<file path="src/source/lsu_macros.svh">
`ifndef LSU_MACROS_SVH
`define LSU_MACROS_SVH

// data and address width of the core
`define LSU_XLEN 32

// cache geometry
// 16 lines, direct mapped
`define LSU_INDEX_BITS 4

// 4 words per line
`define LSU_WORD_SEL_BITS 2

`endif

</file>
<file path="src/source/lsu_pkg.sv">
`include "lsu_macros.svh"

package lsu_pkg;

    // access width, same code the execute stage sends
    typedef enum logic [1:0] {
        MEM_BYTE = 2'b00,
        MEM_HALF = 2'b10,
        MEM_WORD = 2'b11
    } mem_width_e;

    // exception field of the pipeline
    typedef enum logic [6:0] {
        EXC_NONE             = 7'd0,
        EXC_LOAD_MISALIGNED  = 7'd4,
        EXC_STORE_MISALIGNED = 7'd6
    } exc_code_e;

    // address slices as the cache sees them
    typedef logic [`LSU_XLEN-`LSU_INDEX_BITS-`LSU_WORD_SEL_BITS-3:0] tag_t;
    typedef logic [`LSU_INDEX_BITS-1:0]                             index_t;
    typedef logic [`LSU_WORD_SEL_BITS-1:0]                          word_sel_t;

    typedef struct packed {
        tag_t       tag;
        index_t     index;
        word_sel_t  word_sel;
        logic [1:0] byte_off;
    } cache_addr_fields_t;

    // same 32 bits, read as a flat address or as cache fields
    typedef union packed {
        logic [`LSU_XLEN-1:0] word;
        cache_addr_fields_t   f;
    } cache_addr_u;

    // request from execute
    typedef struct packed {
        logic                 valid;
        logic                 write;
        mem_width_e           width;
        logic                 is_signed;
        logic [4:0]           rd;
        logic [6:0]           exp;
        logic [`LSU_XLEN-1:0] base;
        logic [`LSU_XLEN-1:0] imm;
        logic [`LSU_XLEN-1:0] wdata;
    } mem_req_t;

    // aligned request into the cache
    typedef struct packed {
        logic                 valid;
        logic                 write;
        cache_addr_u          addr;
        logic [3:0]           be;
        logic [`LSU_XLEN-1:0] wdata;
        logic [4:0]           rd;
        mem_width_e           width;
        logic                 is_signed;
        logic [6:0]           exp;
    } cache_req_t;

    // result toward write-back
    typedef struct packed {
        logic                 valid;
        logic [4:0]           rd;
        logic [6:0]           exp;
        logic [`LSU_XLEN-1:0] data;
    } mem_wb_t;

    // apb master outputs
    typedef struct packed {
        logic                 psel;
        logic                 penable;
        logic                 pwrite;
        logic [`LSU_XLEN-1:0] paddr;
        logic [`LSU_XLEN-1:0] pwdata;
        logic [3:0]           pstrb;
    } apb_req_t;

endpackage

</file>
<file path="src/source/dcache_array.sv">
`include "lsu_macros.svh"

module dcache_array (
    input  logic                 clk,
    input  logic                 arst_n,
    input  lsu_pkg::index_t      index,
    input  lsu_pkg::tag_t        tag,
    output logic                 hit,
    input  lsu_pkg::word_sel_t   rd_word_sel,
    output logic [`LSU_XLEN-1:0] rd_data,
    input  logic                 wr_en,
    input  lsu_pkg::index_t      wr_index,
    input  lsu_pkg::word_sel_t   wr_word_sel,
    input  logic [3:0]           wr_mask,
    input  logic [`LSU_XLEN-1:0] wr_data,
    input  logic                 fill_done,
    input  lsu_pkg::tag_t        fill_tag
);
    import lsu_pkg::*;

    logic [(1<<`LSU_INDEX_BITS)-1:0] valid_q;
    tag_t                            tag_mem  [1<<`LSU_INDEX_BITS];
    logic [`LSU_XLEN-1:0]            data_mem [1<<`LSU_INDEX_BITS][1<<`LSU_WORD_SEL_BITS];

    // combinational lookup
    assign hit     = valid_q[index] && (tag_mem[index] == tag);
    assign rd_data = data_mem[index][rd_word_sel];

    // valid bits
    always_ff @(posedge clk or negedge arst_n) begin
        if (!arst_n) begin
            valid_q <= '0;
        end else if (fill_done) begin
            // line complete, now it may hit
            valid_q[wr_index] <= 1'b1;
        end else if (wr_en && (tag_mem[wr_index] != fill_tag)) begin
            // refill over an old line drops it right away
            valid_q[wr_index] <= 1'b0;
        end
    end

    // tag written once the whole line is in
    always_ff @(posedge clk) begin
        if (fill_done) begin
            tag_mem[wr_index] <= fill_tag;
        end
    end

    // byte-masked word write, refill uses a full mask
    always_ff @(posedge clk) begin
        if (wr_en) begin
            for (int b = 0; b < 4; b++) begin
                if (wr_mask[b]) begin
                    data_mem[wr_index][wr_word_sel][8*b +: 8] <= wr_data[8*b +: 8];
                end
            end
        end
    end

    // line completion comes with the last full refill word, never with a store
    fill_with_full_word_a: assert property (
        @(posedge clk) disable iff (!arst_n)
        fill_done |-> (wr_en && (wr_mask == 4'hf))
    );

endmodule

</file>
<file path="src/source/dcache_ctrl.sv">
`include "lsu_macros.svh"

module dcache_ctrl (
    input  logic                 clk,
    input  logic                 arst_n,
    input  lsu_pkg::cache_req_t  cache_req,
    output lsu_pkg::index_t      index,
    output lsu_pkg::tag_t        tag,
    input  logic                 hit,
    output lsu_pkg::word_sel_t   rd_word_sel,
    input  logic [`LSU_XLEN-1:0] rd_data,
    output logic                 wr_en,
    output lsu_pkg::index_t      wr_index,
    output lsu_pkg::word_sel_t   wr_word_sel,
    output logic [3:0]           wr_mask,
    output logic [`LSU_XLEN-1:0] wr_data,
    output logic                 fill_done,
    output lsu_pkg::tag_t        fill_tag,
    output lsu_pkg::apb_req_t    apb,
    input  logic                 pready,
    input  logic [`LSU_XLEN-1:0] prdata,
    output logic                 stall,
    output logic                 done,
    output logic [`LSU_XLEN-1:0] done_data
);
    import lsu_pkg::*;

    typedef enum logic [2:0] {
        ST_IDLE,
        ST_REFILL_SETUP,
        ST_REFILL_ACCESS,
        ST_STORE_SETUP,
        ST_STORE_ACCESS
    } state_e;

    state_e    state_q;
    state_e    state_d;
    word_sel_t cnt_q;
    logic      exc;
    logic      is_refill;
    logic      is_store;
    logic      xfer_end;

    assign exc       = cache_req.exp != EXC_NONE;
    assign is_refill = (state_q == ST_REFILL_SETUP) || (state_q == ST_REFILL_ACCESS);
    assign is_store  = (state_q == ST_STORE_SETUP) || (state_q == ST_STORE_ACCESS);
    // apb transfer completes on this edge
    assign xfer_end  = apb.penable && pready;

    // lookup always follows the current request
    assign index       = cache_req.addr.f.index;
    assign tag         = cache_req.addr.f.tag;
    assign rd_word_sel = cache_req.addr.f.word_sel;
    assign done_data   = rd_data;

    always_comb begin
        state_d = state_q;
        done    = 1'b0;
        case (state_q)
            ST_IDLE: begin
                if (cache_req.valid) begin
                    if (exc) begin
                        // no access at all
                        done = 1'b1;
                    end else if (cache_req.write) begin
                        state_d = ST_STORE_SETUP;
                    end else if (hit) begin
                        done = 1'b1;
                    end else begin
                        state_d = ST_REFILL_SETUP;
                    end
                end
            end
            ST_REFILL_SETUP: state_d = ST_REFILL_ACCESS;
            ST_REFILL_ACCESS: begin
                // back to idle after word 3 and the hit path answers
                if (pready) begin
                    state_d = (&cnt_q) ? ST_IDLE : ST_REFILL_SETUP;
                end
            end
            ST_STORE_SETUP: state_d = ST_STORE_ACCESS;
            ST_STORE_ACCESS: begin
                if (pready) begin
                    done    = 1'b1;
                    state_d = ST_IDLE;
                end
            end
            default: state_d = ST_IDLE;
        endcase
    end

    // hold the pipe until this request completes
    assign stall = cache_req.valid && !done;

    always_ff @(posedge clk or negedge arst_n) begin
        if (!arst_n) begin
            state_q <= ST_IDLE;
            cnt_q   <= '0;
        end else begin
            state_q <= state_d;
            // wraps to 0 after the last word
            if (is_refill && xfer_end) begin
                cnt_q <= cnt_q + 1'b1;
            end
        end
    end

    // apb master outputs
    always_comb begin
        apb.psel    = state_q != ST_IDLE;
        apb.penable = (state_q == ST_REFILL_ACCESS) || (state_q == ST_STORE_ACCESS);
        apb.pwrite  = is_store;
        if (is_refill) begin
            apb.paddr  = {cache_req.addr.f.tag, cache_req.addr.f.index, cnt_q, 2'b00};
            apb.pwdata = '0;
            apb.pstrb  = 4'b0000;
        end else begin
            apb.paddr  = {cache_req.addr.word[`LSU_XLEN-1:2], 2'b00};
            apb.pwdata = is_store ? cache_req.wdata : '0;
            apb.pstrb  = is_store ? cache_req.be : 4'b0000;
        end
    end

    // refill words or a store that hits
    assign wr_en       = xfer_end && (is_refill || hit);
    assign wr_index    = cache_req.addr.f.index;
    assign wr_word_sel = is_refill ? cnt_q : cache_req.addr.f.word_sel;
    assign wr_mask     = is_refill ? 4'hf : cache_req.be;
    assign wr_data     = is_refill ? prdata : cache_req.wdata;
    assign fill_done   = xfer_end && is_refill && (&cnt_q);
    assign fill_tag    = cache_req.addr.f.tag;

    // psel held with a stable address until the transfer ends
    apb_psel_hold_a: assert property (
        @(posedge clk) disable iff (!arst_n)
        (apb.psel && !xfer_end) |=> (apb.psel && $stable(apb.paddr))
    );

    // access phase lasts until pready with write data and strobes held
    apb_penable_hold_a: assert property (
        @(posedge clk) disable iff (!arst_n)
        (apb.psel && !xfer_end) |=>
            (apb.penable && $stable(apb.pwdata) && $stable(apb.pstrb))
    );

endmodule

</file>
<file path="src/source/lsu_top.sv">
`include "lsu_macros.svh"

module lsu_top (
    input  logic                 clk,
    input  logic                 arst_n,
    input  lsu_pkg::mem_req_t    mem_req,
    output logic                 stall,
    output lsu_pkg::mem_wb_t     mem_wb,
    output lsu_pkg::apb_req_t    apb,
    input  logic                 pready,
    input  logic [`LSU_XLEN-1:0] prdata
);
    import lsu_pkg::*;

    // request stage to cache
    cache_req_t           cache_req;

    // controller to array
    index_t               index;
    tag_t                 tag;
    logic                 hit;
    word_sel_t            rd_word_sel;
    logic [`LSU_XLEN-1:0] rd_data;
    logic                 wr_en;
    index_t               wr_index;
    word_sel_t            wr_word_sel;
    logic [3:0]           wr_mask;
    logic [`LSU_XLEN-1:0] wr_data;
    logic                 fill_done;
    tag_t                 fill_tag;

    // completed access toward the response stage
    logic                 done;
    logic [`LSU_XLEN-1:0] done_data;

    mem_req_stage req_i (
        .mem_req   (mem_req),
        .cache_req (cache_req)
    );

    dcache_ctrl ctrl_i (
        .clk         (clk),
        .arst_n      (arst_n),
        .cache_req   (cache_req),
        .index       (index),
        .tag         (tag),
        .hit         (hit),
        .rd_word_sel (rd_word_sel),
        .rd_data     (rd_data),
        .wr_en       (wr_en),
        .wr_index    (wr_index),
        .wr_word_sel (wr_word_sel),
        .wr_mask     (wr_mask),
        .wr_data     (wr_data),
        .fill_done   (fill_done),
        .fill_tag    (fill_tag),
        .apb         (apb),
        .pready      (pready),
        .prdata      (prdata),
        .stall       (stall),
        .done        (done),
        .done_data   (done_data)
    );

    dcache_array array_i (
        .clk         (clk),
        .arst_n      (arst_n),
        .index       (index),
        .tag         (tag),
        .hit         (hit),
        .rd_word_sel (rd_word_sel),
        .rd_data     (rd_data),
        .wr_en       (wr_en),
        .wr_index    (wr_index),
        .wr_word_sel (wr_word_sel),
        .wr_mask     (wr_mask),
        .wr_data     (wr_data),
        .fill_done   (fill_done),
        .fill_tag    (fill_tag)
    );

    mem_resp_stage resp_i (
        .clk       (clk),
        .arst_n    (arst_n),
        .done      (done),
        .done_data (done_data),
        .cache_req (cache_req),
        .mem_wb    (mem_wb)
    );

endmodule

</file>
<file path="src/source/mem_req_stage.sv">
module mem_req_stage (
    input  lsu_pkg::mem_req_t   mem_req,
    output lsu_pkg::cache_req_t cache_req
);
    import lsu_pkg::*;

    cache_addr_u addr;
    logic [1:0]  off;
    logic        misaligned;
    logic [3:0]  be;
    logic [31:0] lane_data;
    logic [6:0]  exp_out;

    // effective address
    assign addr.word = mem_req.base + mem_req.imm;
    assign off       = addr.f.byte_off;

    // byte enables and store lanes per width
    always_comb begin
        case (mem_req.width)
            MEM_BYTE: begin
                be         = 4'b0001 << off;
                lane_data  = {24'b0, mem_req.wdata[7:0]} << {off, 3'b000};
                misaligned = 1'b0;
            end
            MEM_HALF: begin
                be         = 4'b0011 << off;
                lane_data  = {16'b0, mem_req.wdata[15:0]} << {off, 3'b000};
                // half must sit on an even byte
                misaligned = off[0];
            end
            default: begin
                // unused code 01 treated as a word
                be         = 4'b1111;
                lane_data  = mem_req.wdata;
                misaligned = off != 2'b00;
            end
        endcase
    end

    // earlier exception wins over ours
    always_comb begin
        if (mem_req.exp != EXC_NONE) begin
            exp_out = mem_req.exp;
        end else if (misaligned) begin
            exp_out = mem_req.write ? EXC_STORE_MISALIGNED : EXC_LOAD_MISALIGNED;
        end else begin
            exp_out = EXC_NONE;
        end
    end

    always_comb begin
        cache_req.valid     = mem_req.valid;
        // no memory write once an exception is flagged
        cache_req.write     = mem_req.write && (exp_out == EXC_NONE);
        cache_req.addr      = addr;
        cache_req.be        = be;
        cache_req.wdata     = lane_data;
        cache_req.rd        = mem_req.rd;
        cache_req.width     = mem_req.width;
        cache_req.is_signed = mem_req.is_signed;
        cache_req.exp       = exp_out;
    end

endmodule

</file>
<file path="src/source/mem_resp_stage.sv">
`include "lsu_macros.svh"

module mem_resp_stage (
    input  logic                 clk,
    input  logic                 arst_n,
    input  logic                 done,
    input  logic [`LSU_XLEN-1:0] done_data,
    input  lsu_pkg::cache_req_t  cache_req,
    output lsu_pkg::mem_wb_t     mem_wb
);
    import lsu_pkg::*;

    logic [`LSU_XLEN-1:0] lane;
    logic [`LSU_XLEN-1:0] load_data;
    logic                 valid_q;
    logic [4:0]           rd_q;
    logic [6:0]           exp_q;
    logic [`LSU_XLEN-1:0] data_q;

    // bring the addressed byte or half down to bit 0
    assign lane = done_data >> {cache_req.addr.f.byte_off, 3'b000};

    always_comb begin
        case (cache_req.width)
            MEM_BYTE: load_data = {{24{cache_req.is_signed & lane[7]}}, lane[7:0]};
            MEM_HALF: load_data = {{16{cache_req.is_signed & lane[15]}}, lane[15:0]};
            default:  load_data = done_data;
        endcase
        // stores and exceptions carry no data
        if (cache_req.write || (cache_req.exp != EXC_NONE)) begin
            load_data = '0;
        end
    end

    // one-cycle valid pulse
    always_ff @(posedge clk or negedge arst_n) begin
        if (!arst_n) begin
            valid_q <= 1'b0;
        end else begin
            valid_q <= done;
        end
    end

    always_ff @(posedge clk) begin
        if (done) begin
            rd_q   <= cache_req.rd;
            exp_q  <= cache_req.exp;
            data_q <= load_data;
        end
    end

    always_comb begin
        mem_wb.valid = valid_q;
        mem_wb.rd    = rd_q;
        mem_wb.exp   = exp_q;
        mem_wb.data  = data_q;
    end

endmodule

</file>
<file path="config.mk">
export PLATFORM = sky130hd
export DESIGN_NAME = lsu_top
export DESIGN_NICKNAME = d
export VERILOG_FILES = /design/src/source/lsu_pkg.sv /design/src/source/dcache_array.sv /design/src/source/dcache_ctrl.sv /design/src/source/lsu_top.sv /design/src/source/mem_req_stage.sv /design/src/source/mem_resp_stage.sv
export VERILOG_INCLUDE_DIRS = /design/src /design/src/source
export SDC_FILE = /design/constraint.sdc
export NUM_CORES = 2
export LEC_CHECK = 0
export BUFFER_PORTS_ARGS = -buffer_cell sky130_fd_sc_hd__buf_2
export CAP_MARGIN = 20
export CORE_UTILIZATION = 35
export DETAILED_ROUTE_END_ITERATION = 16
export PLACE_DENSITY = 0.47
export SLEW_MARGIN = 20
export SYNTH_ARGS = -nofsm -noshare
export SYNTH_HDL_FRONTEND = slang
export SYNTH_SLANG_ARGS = --single-unit
export TNS_END_PERCENT = 20
</file>
<file path="constraint.sdc">
create_clock -name clk -period 11.7 [get_ports clk]
set_input_delay 2.34 -clock clk [delete_from_list [all_inputs] [get_ports clk]]
set_output_delay 2.34 -clock clk [all_outputs]
set_load 0.05 [all_outputs]
</file>
==> reports/results.tsv <==
stage	metric	value	unit
worst_setup_path	Setup crit start kind	primary input	
worst_setup_path	critical path class	in2out	
clocking	CTS tree	yes	
run_status	status	complete, no violations	
synthesis	dominant synthesized flop cell	edfxtp_1	
final_layout	fin area	118000	µm²
power	Static Leakage	37.8	nW
final_layout	Layout Nets	6108	
synthesis	flops & latches, synth	2498	
die	I/O pin total	265	
place	port buffer count	262	
clocking	Root Buffer	clkbuf_16	
synthesis	most frequent cells after synthesis	edfxtp_1 (2476), mux4_2 (599), a21oi_1 (389), nand2_1 (345), clkbuf_1 (204)	
global_routing	gr usage total	22.5	%
detailed_routing	Post-DRT Antenna Nets	0	
clocking	post-cts sizing count	0	
detailed_routing	drt first pass iters	10	
synthesis	Post-Syn Area	102000	µm²
global_routing	vias in the first global route	56500	
power	Peak supply drop	0.105	mV
die	die area	294000	µm²
die	Initial Util	35.1	%
synthesis	sequential element share of the synthesized area	73.3	%
detailed_routing	Initial DRC Count	6997	
synthesis	post-synth top area cell	edfxtp_1	
timing	post-route minimum period	10.60	ns
synthesis	ranking of synthesized cells by area	edfxtp_1 (73%), mux4_2 (13%), a21oi_1 (1.9%)	
clocking	Num Clock Sinks	2498	
global_routing	largest net degree at the start of global routing	137	
global_routing	first-pass GRT wire length	461	mm
detailed_routing	per-cell routed wire length	33.5	µm
clocking	htree depth	5	
detailed_routing	Routed WL	336	mm
timing	final hold vios	0	
place	DP Wirelength	214	mm
clocking	Reg clk slew, reported paths	0.06	ns
timing	Min Hold Slack	0.531	ns
worst_setup_path	crit path max fanout	48	
timing	Setup TNS	0	ns
synthesis	Synthesis Warnings	0	
timing	Worst slew margin	21.0	%
die	core box area	291000	µm²
timing	Slew Viols, Final	0	
clocking	hold buffer count at cts	0	
synthesis	asr flop ratio synth	0.881	%
final_layout	Area Overhead vs Synth	15.8	%
timing	f_max	94.3	MHz
synthesis	Syn Area/Cell	18.6	µm²
detailed_routing	Post-route DRC	0	
run	Max-cap violations	0	
detailed_routing	via-per-instance ratio	5.68	
clocking	TritonCTS buffer count	280	
place	gpl congestion	0.881	
synthesis	number of synthesized flops with an enable pin	2476	
timing	unrepaired setup endpoints after global routing	no	
worst_setup_path	crit path DAT	8.26	ns
synthesis	post-synthesis cell count	5495	
timing	final setup fails	0	
final_layout	fin util	40.7	%
synthesis	leading cell type by number of instances after synthesis	edfxtp_1	
power	pwr/cell area	188	nW/µm²
global_routing	initial antenna violation count	21	
worst_setup_path	WP data required	9.36	ns
clocking	insertion delay to the later sink of the worst-skew pair	0.87	ns
final_layout	Filler cells	26100	
synthesis	Synth top area share	72.7	%
global_routing	gr ovfl total	0	
clocking	Setup Fix Bufs, Post-CTS	0	
place	dpl cell area	110000	µm²
timing	period utilization	90.6	%
die	# rows	198	
clocking	Longest Clk Path Bufs	4	
timing	Worst Skew	0.0767	ns
die	Die H	542	µm
power	overall power	22.3	mW
final_layout	layout cell share with drive strength beyond 1	27.4	%
die	Die W	542	µm
timing	Slew @ Worst Pin	1.17	ns
detailed_routing	Vias	57000	
synthesis	post-synthesis cell type count	83	
worst_setup_path	CP endpoint kind	output pin	
min_path	type of the worst min-delay path	reg2reg	
-- critical path: stages --
cell,delay [ns]
buf_2,0.10
ha_2,0.19
fa_1,0.56
and3_2,0.35
or3_4,0.43
nand2_8,0.29
inv_8,0.24
buf_12,0.28
buf_4,0.34
a211oi_1,0.31
a311oi_1,0.08
nor4_1,0.65
xor2_1,0.29
nand4_1,0.11
or2_2,0.30
or4_4,0.59
o31a_1,0.37
buf_2,0.25
-- metrics by stage --
step / setup WS, ns / instances
floorplan: 2.37 / 5496
global placement: 1.22 / 9539
detailed placement: 1.16 / 9540
CTS: 1.14 / 10000
global route: 0.907 / 10000
finish: 1.10 / 10000
-- final timing paths --
kind,from,to,cells past startpoint,slack [ns]
worst max-delay path,mem_req[32],stall,18,1.10
worst min-delay path,ctrl_i.cnt_q[1]$_DFFE_PN0P_,ctrl_i.cnt_q[1]$_DFFE_PN0P_,2,0.53
worst max register to register,ctrl_i.state_q[0]$_DFFE_PN0P_,array_i.data_mem[9][75]$_DFFE_PP_,8,6.24
worst min register to register,ctrl_i.cnt_q[1]$_DFFE_PN0P_,ctrl_i.cnt_q[1]$_DFFE_PN0P_,2,0.53
max in group asynchronous,arst_n,asynchronous set/reset pin,1,9.61
min in group asynchronous,arst_n,asynchronous set/reset pin,1,1.55
-- per-layer routing --
layer  GRT usage (%)  vias up  routed length [µm]
met1            31.6    30700              143000
met5               0        -                  69
met2            34.8     2388              154000
met4            8.04       10               12900
met3            4.59      496               26000
li1                -    23500                   -
-- flip-flops by register name (all words and copies together), names as in the netlist, named ones only --
name	count
resp_i.exp_q	7
resp_i.valid_q	1
resp_i.data_q	32
array_i.tag_mem	384
resp_i.rd_q	5
ctrl_i.cnt_q	2
ctrl_i.state_q	3
array_i.data_mem	2048
-- layout make-up --
type,count,area [µm²],area share (%)
repair buffers,547,3560,3.01
flip-flops and latches,2498,74900,63.3
multi-input cells,2555,26100,22.0
diodes,10,25.0,0.0211
clock inverters,144,1250,1.05
clock buffers,340,7450,6.30
well taps,3900,4880,4.12
inverters,45,194,0.164
-- power by group --
group	internal, mW	total [mW]	switching, mW
registers	10.0	10.0	0.00694
logic	1.20	3.68	2.48
clock network	4.95	8.54	3.59
total	16.2	22.3	6.07
-- placed cells by master, fill, tap and decap left out, types with 22 or more instances in the layout --
cell type / count
clkbuf_16: 289
a211oi_1: 83
a21oi_2: 43
a32oi_1: 22
xor2_1: 22
inv_1: 41
nand2b_1: 65
mux4_2: 599
a221oi_1: 29
buf_2: 262
nand3_1: 71
and3_1: 29
buf_4: 271
nand2_1: 336
clkinv_2: 43
dfrtp_1: 22
a21oi_1: 322
mux2i_1: 83
a311oi_1: 37
a21o_1: 32
a22oi_1: 54
ha_1: 30
nand4_1: 33
a21oi_4: 25
a21boi_0: 39
clkbuf_1: 48
clkinv_1: 59
nor2_1: 167
o21ai_0: 105
edfxtp_1: 2476
-- cells by family after synthesis --
group / share of synthesized area, %
AO/OA/AOI/OAI: 6.01
XOR/XNOR: 0.376
adder cells (fa/ha/maj): 0.411
buffers and inverters: 2.05
flip-flops: 73.3
multiplexers: 14.2
other: 0.00367
AND/OR/NAND/NOR: 3.68
No activity file was read; power rests on OpenSTA's default activity.
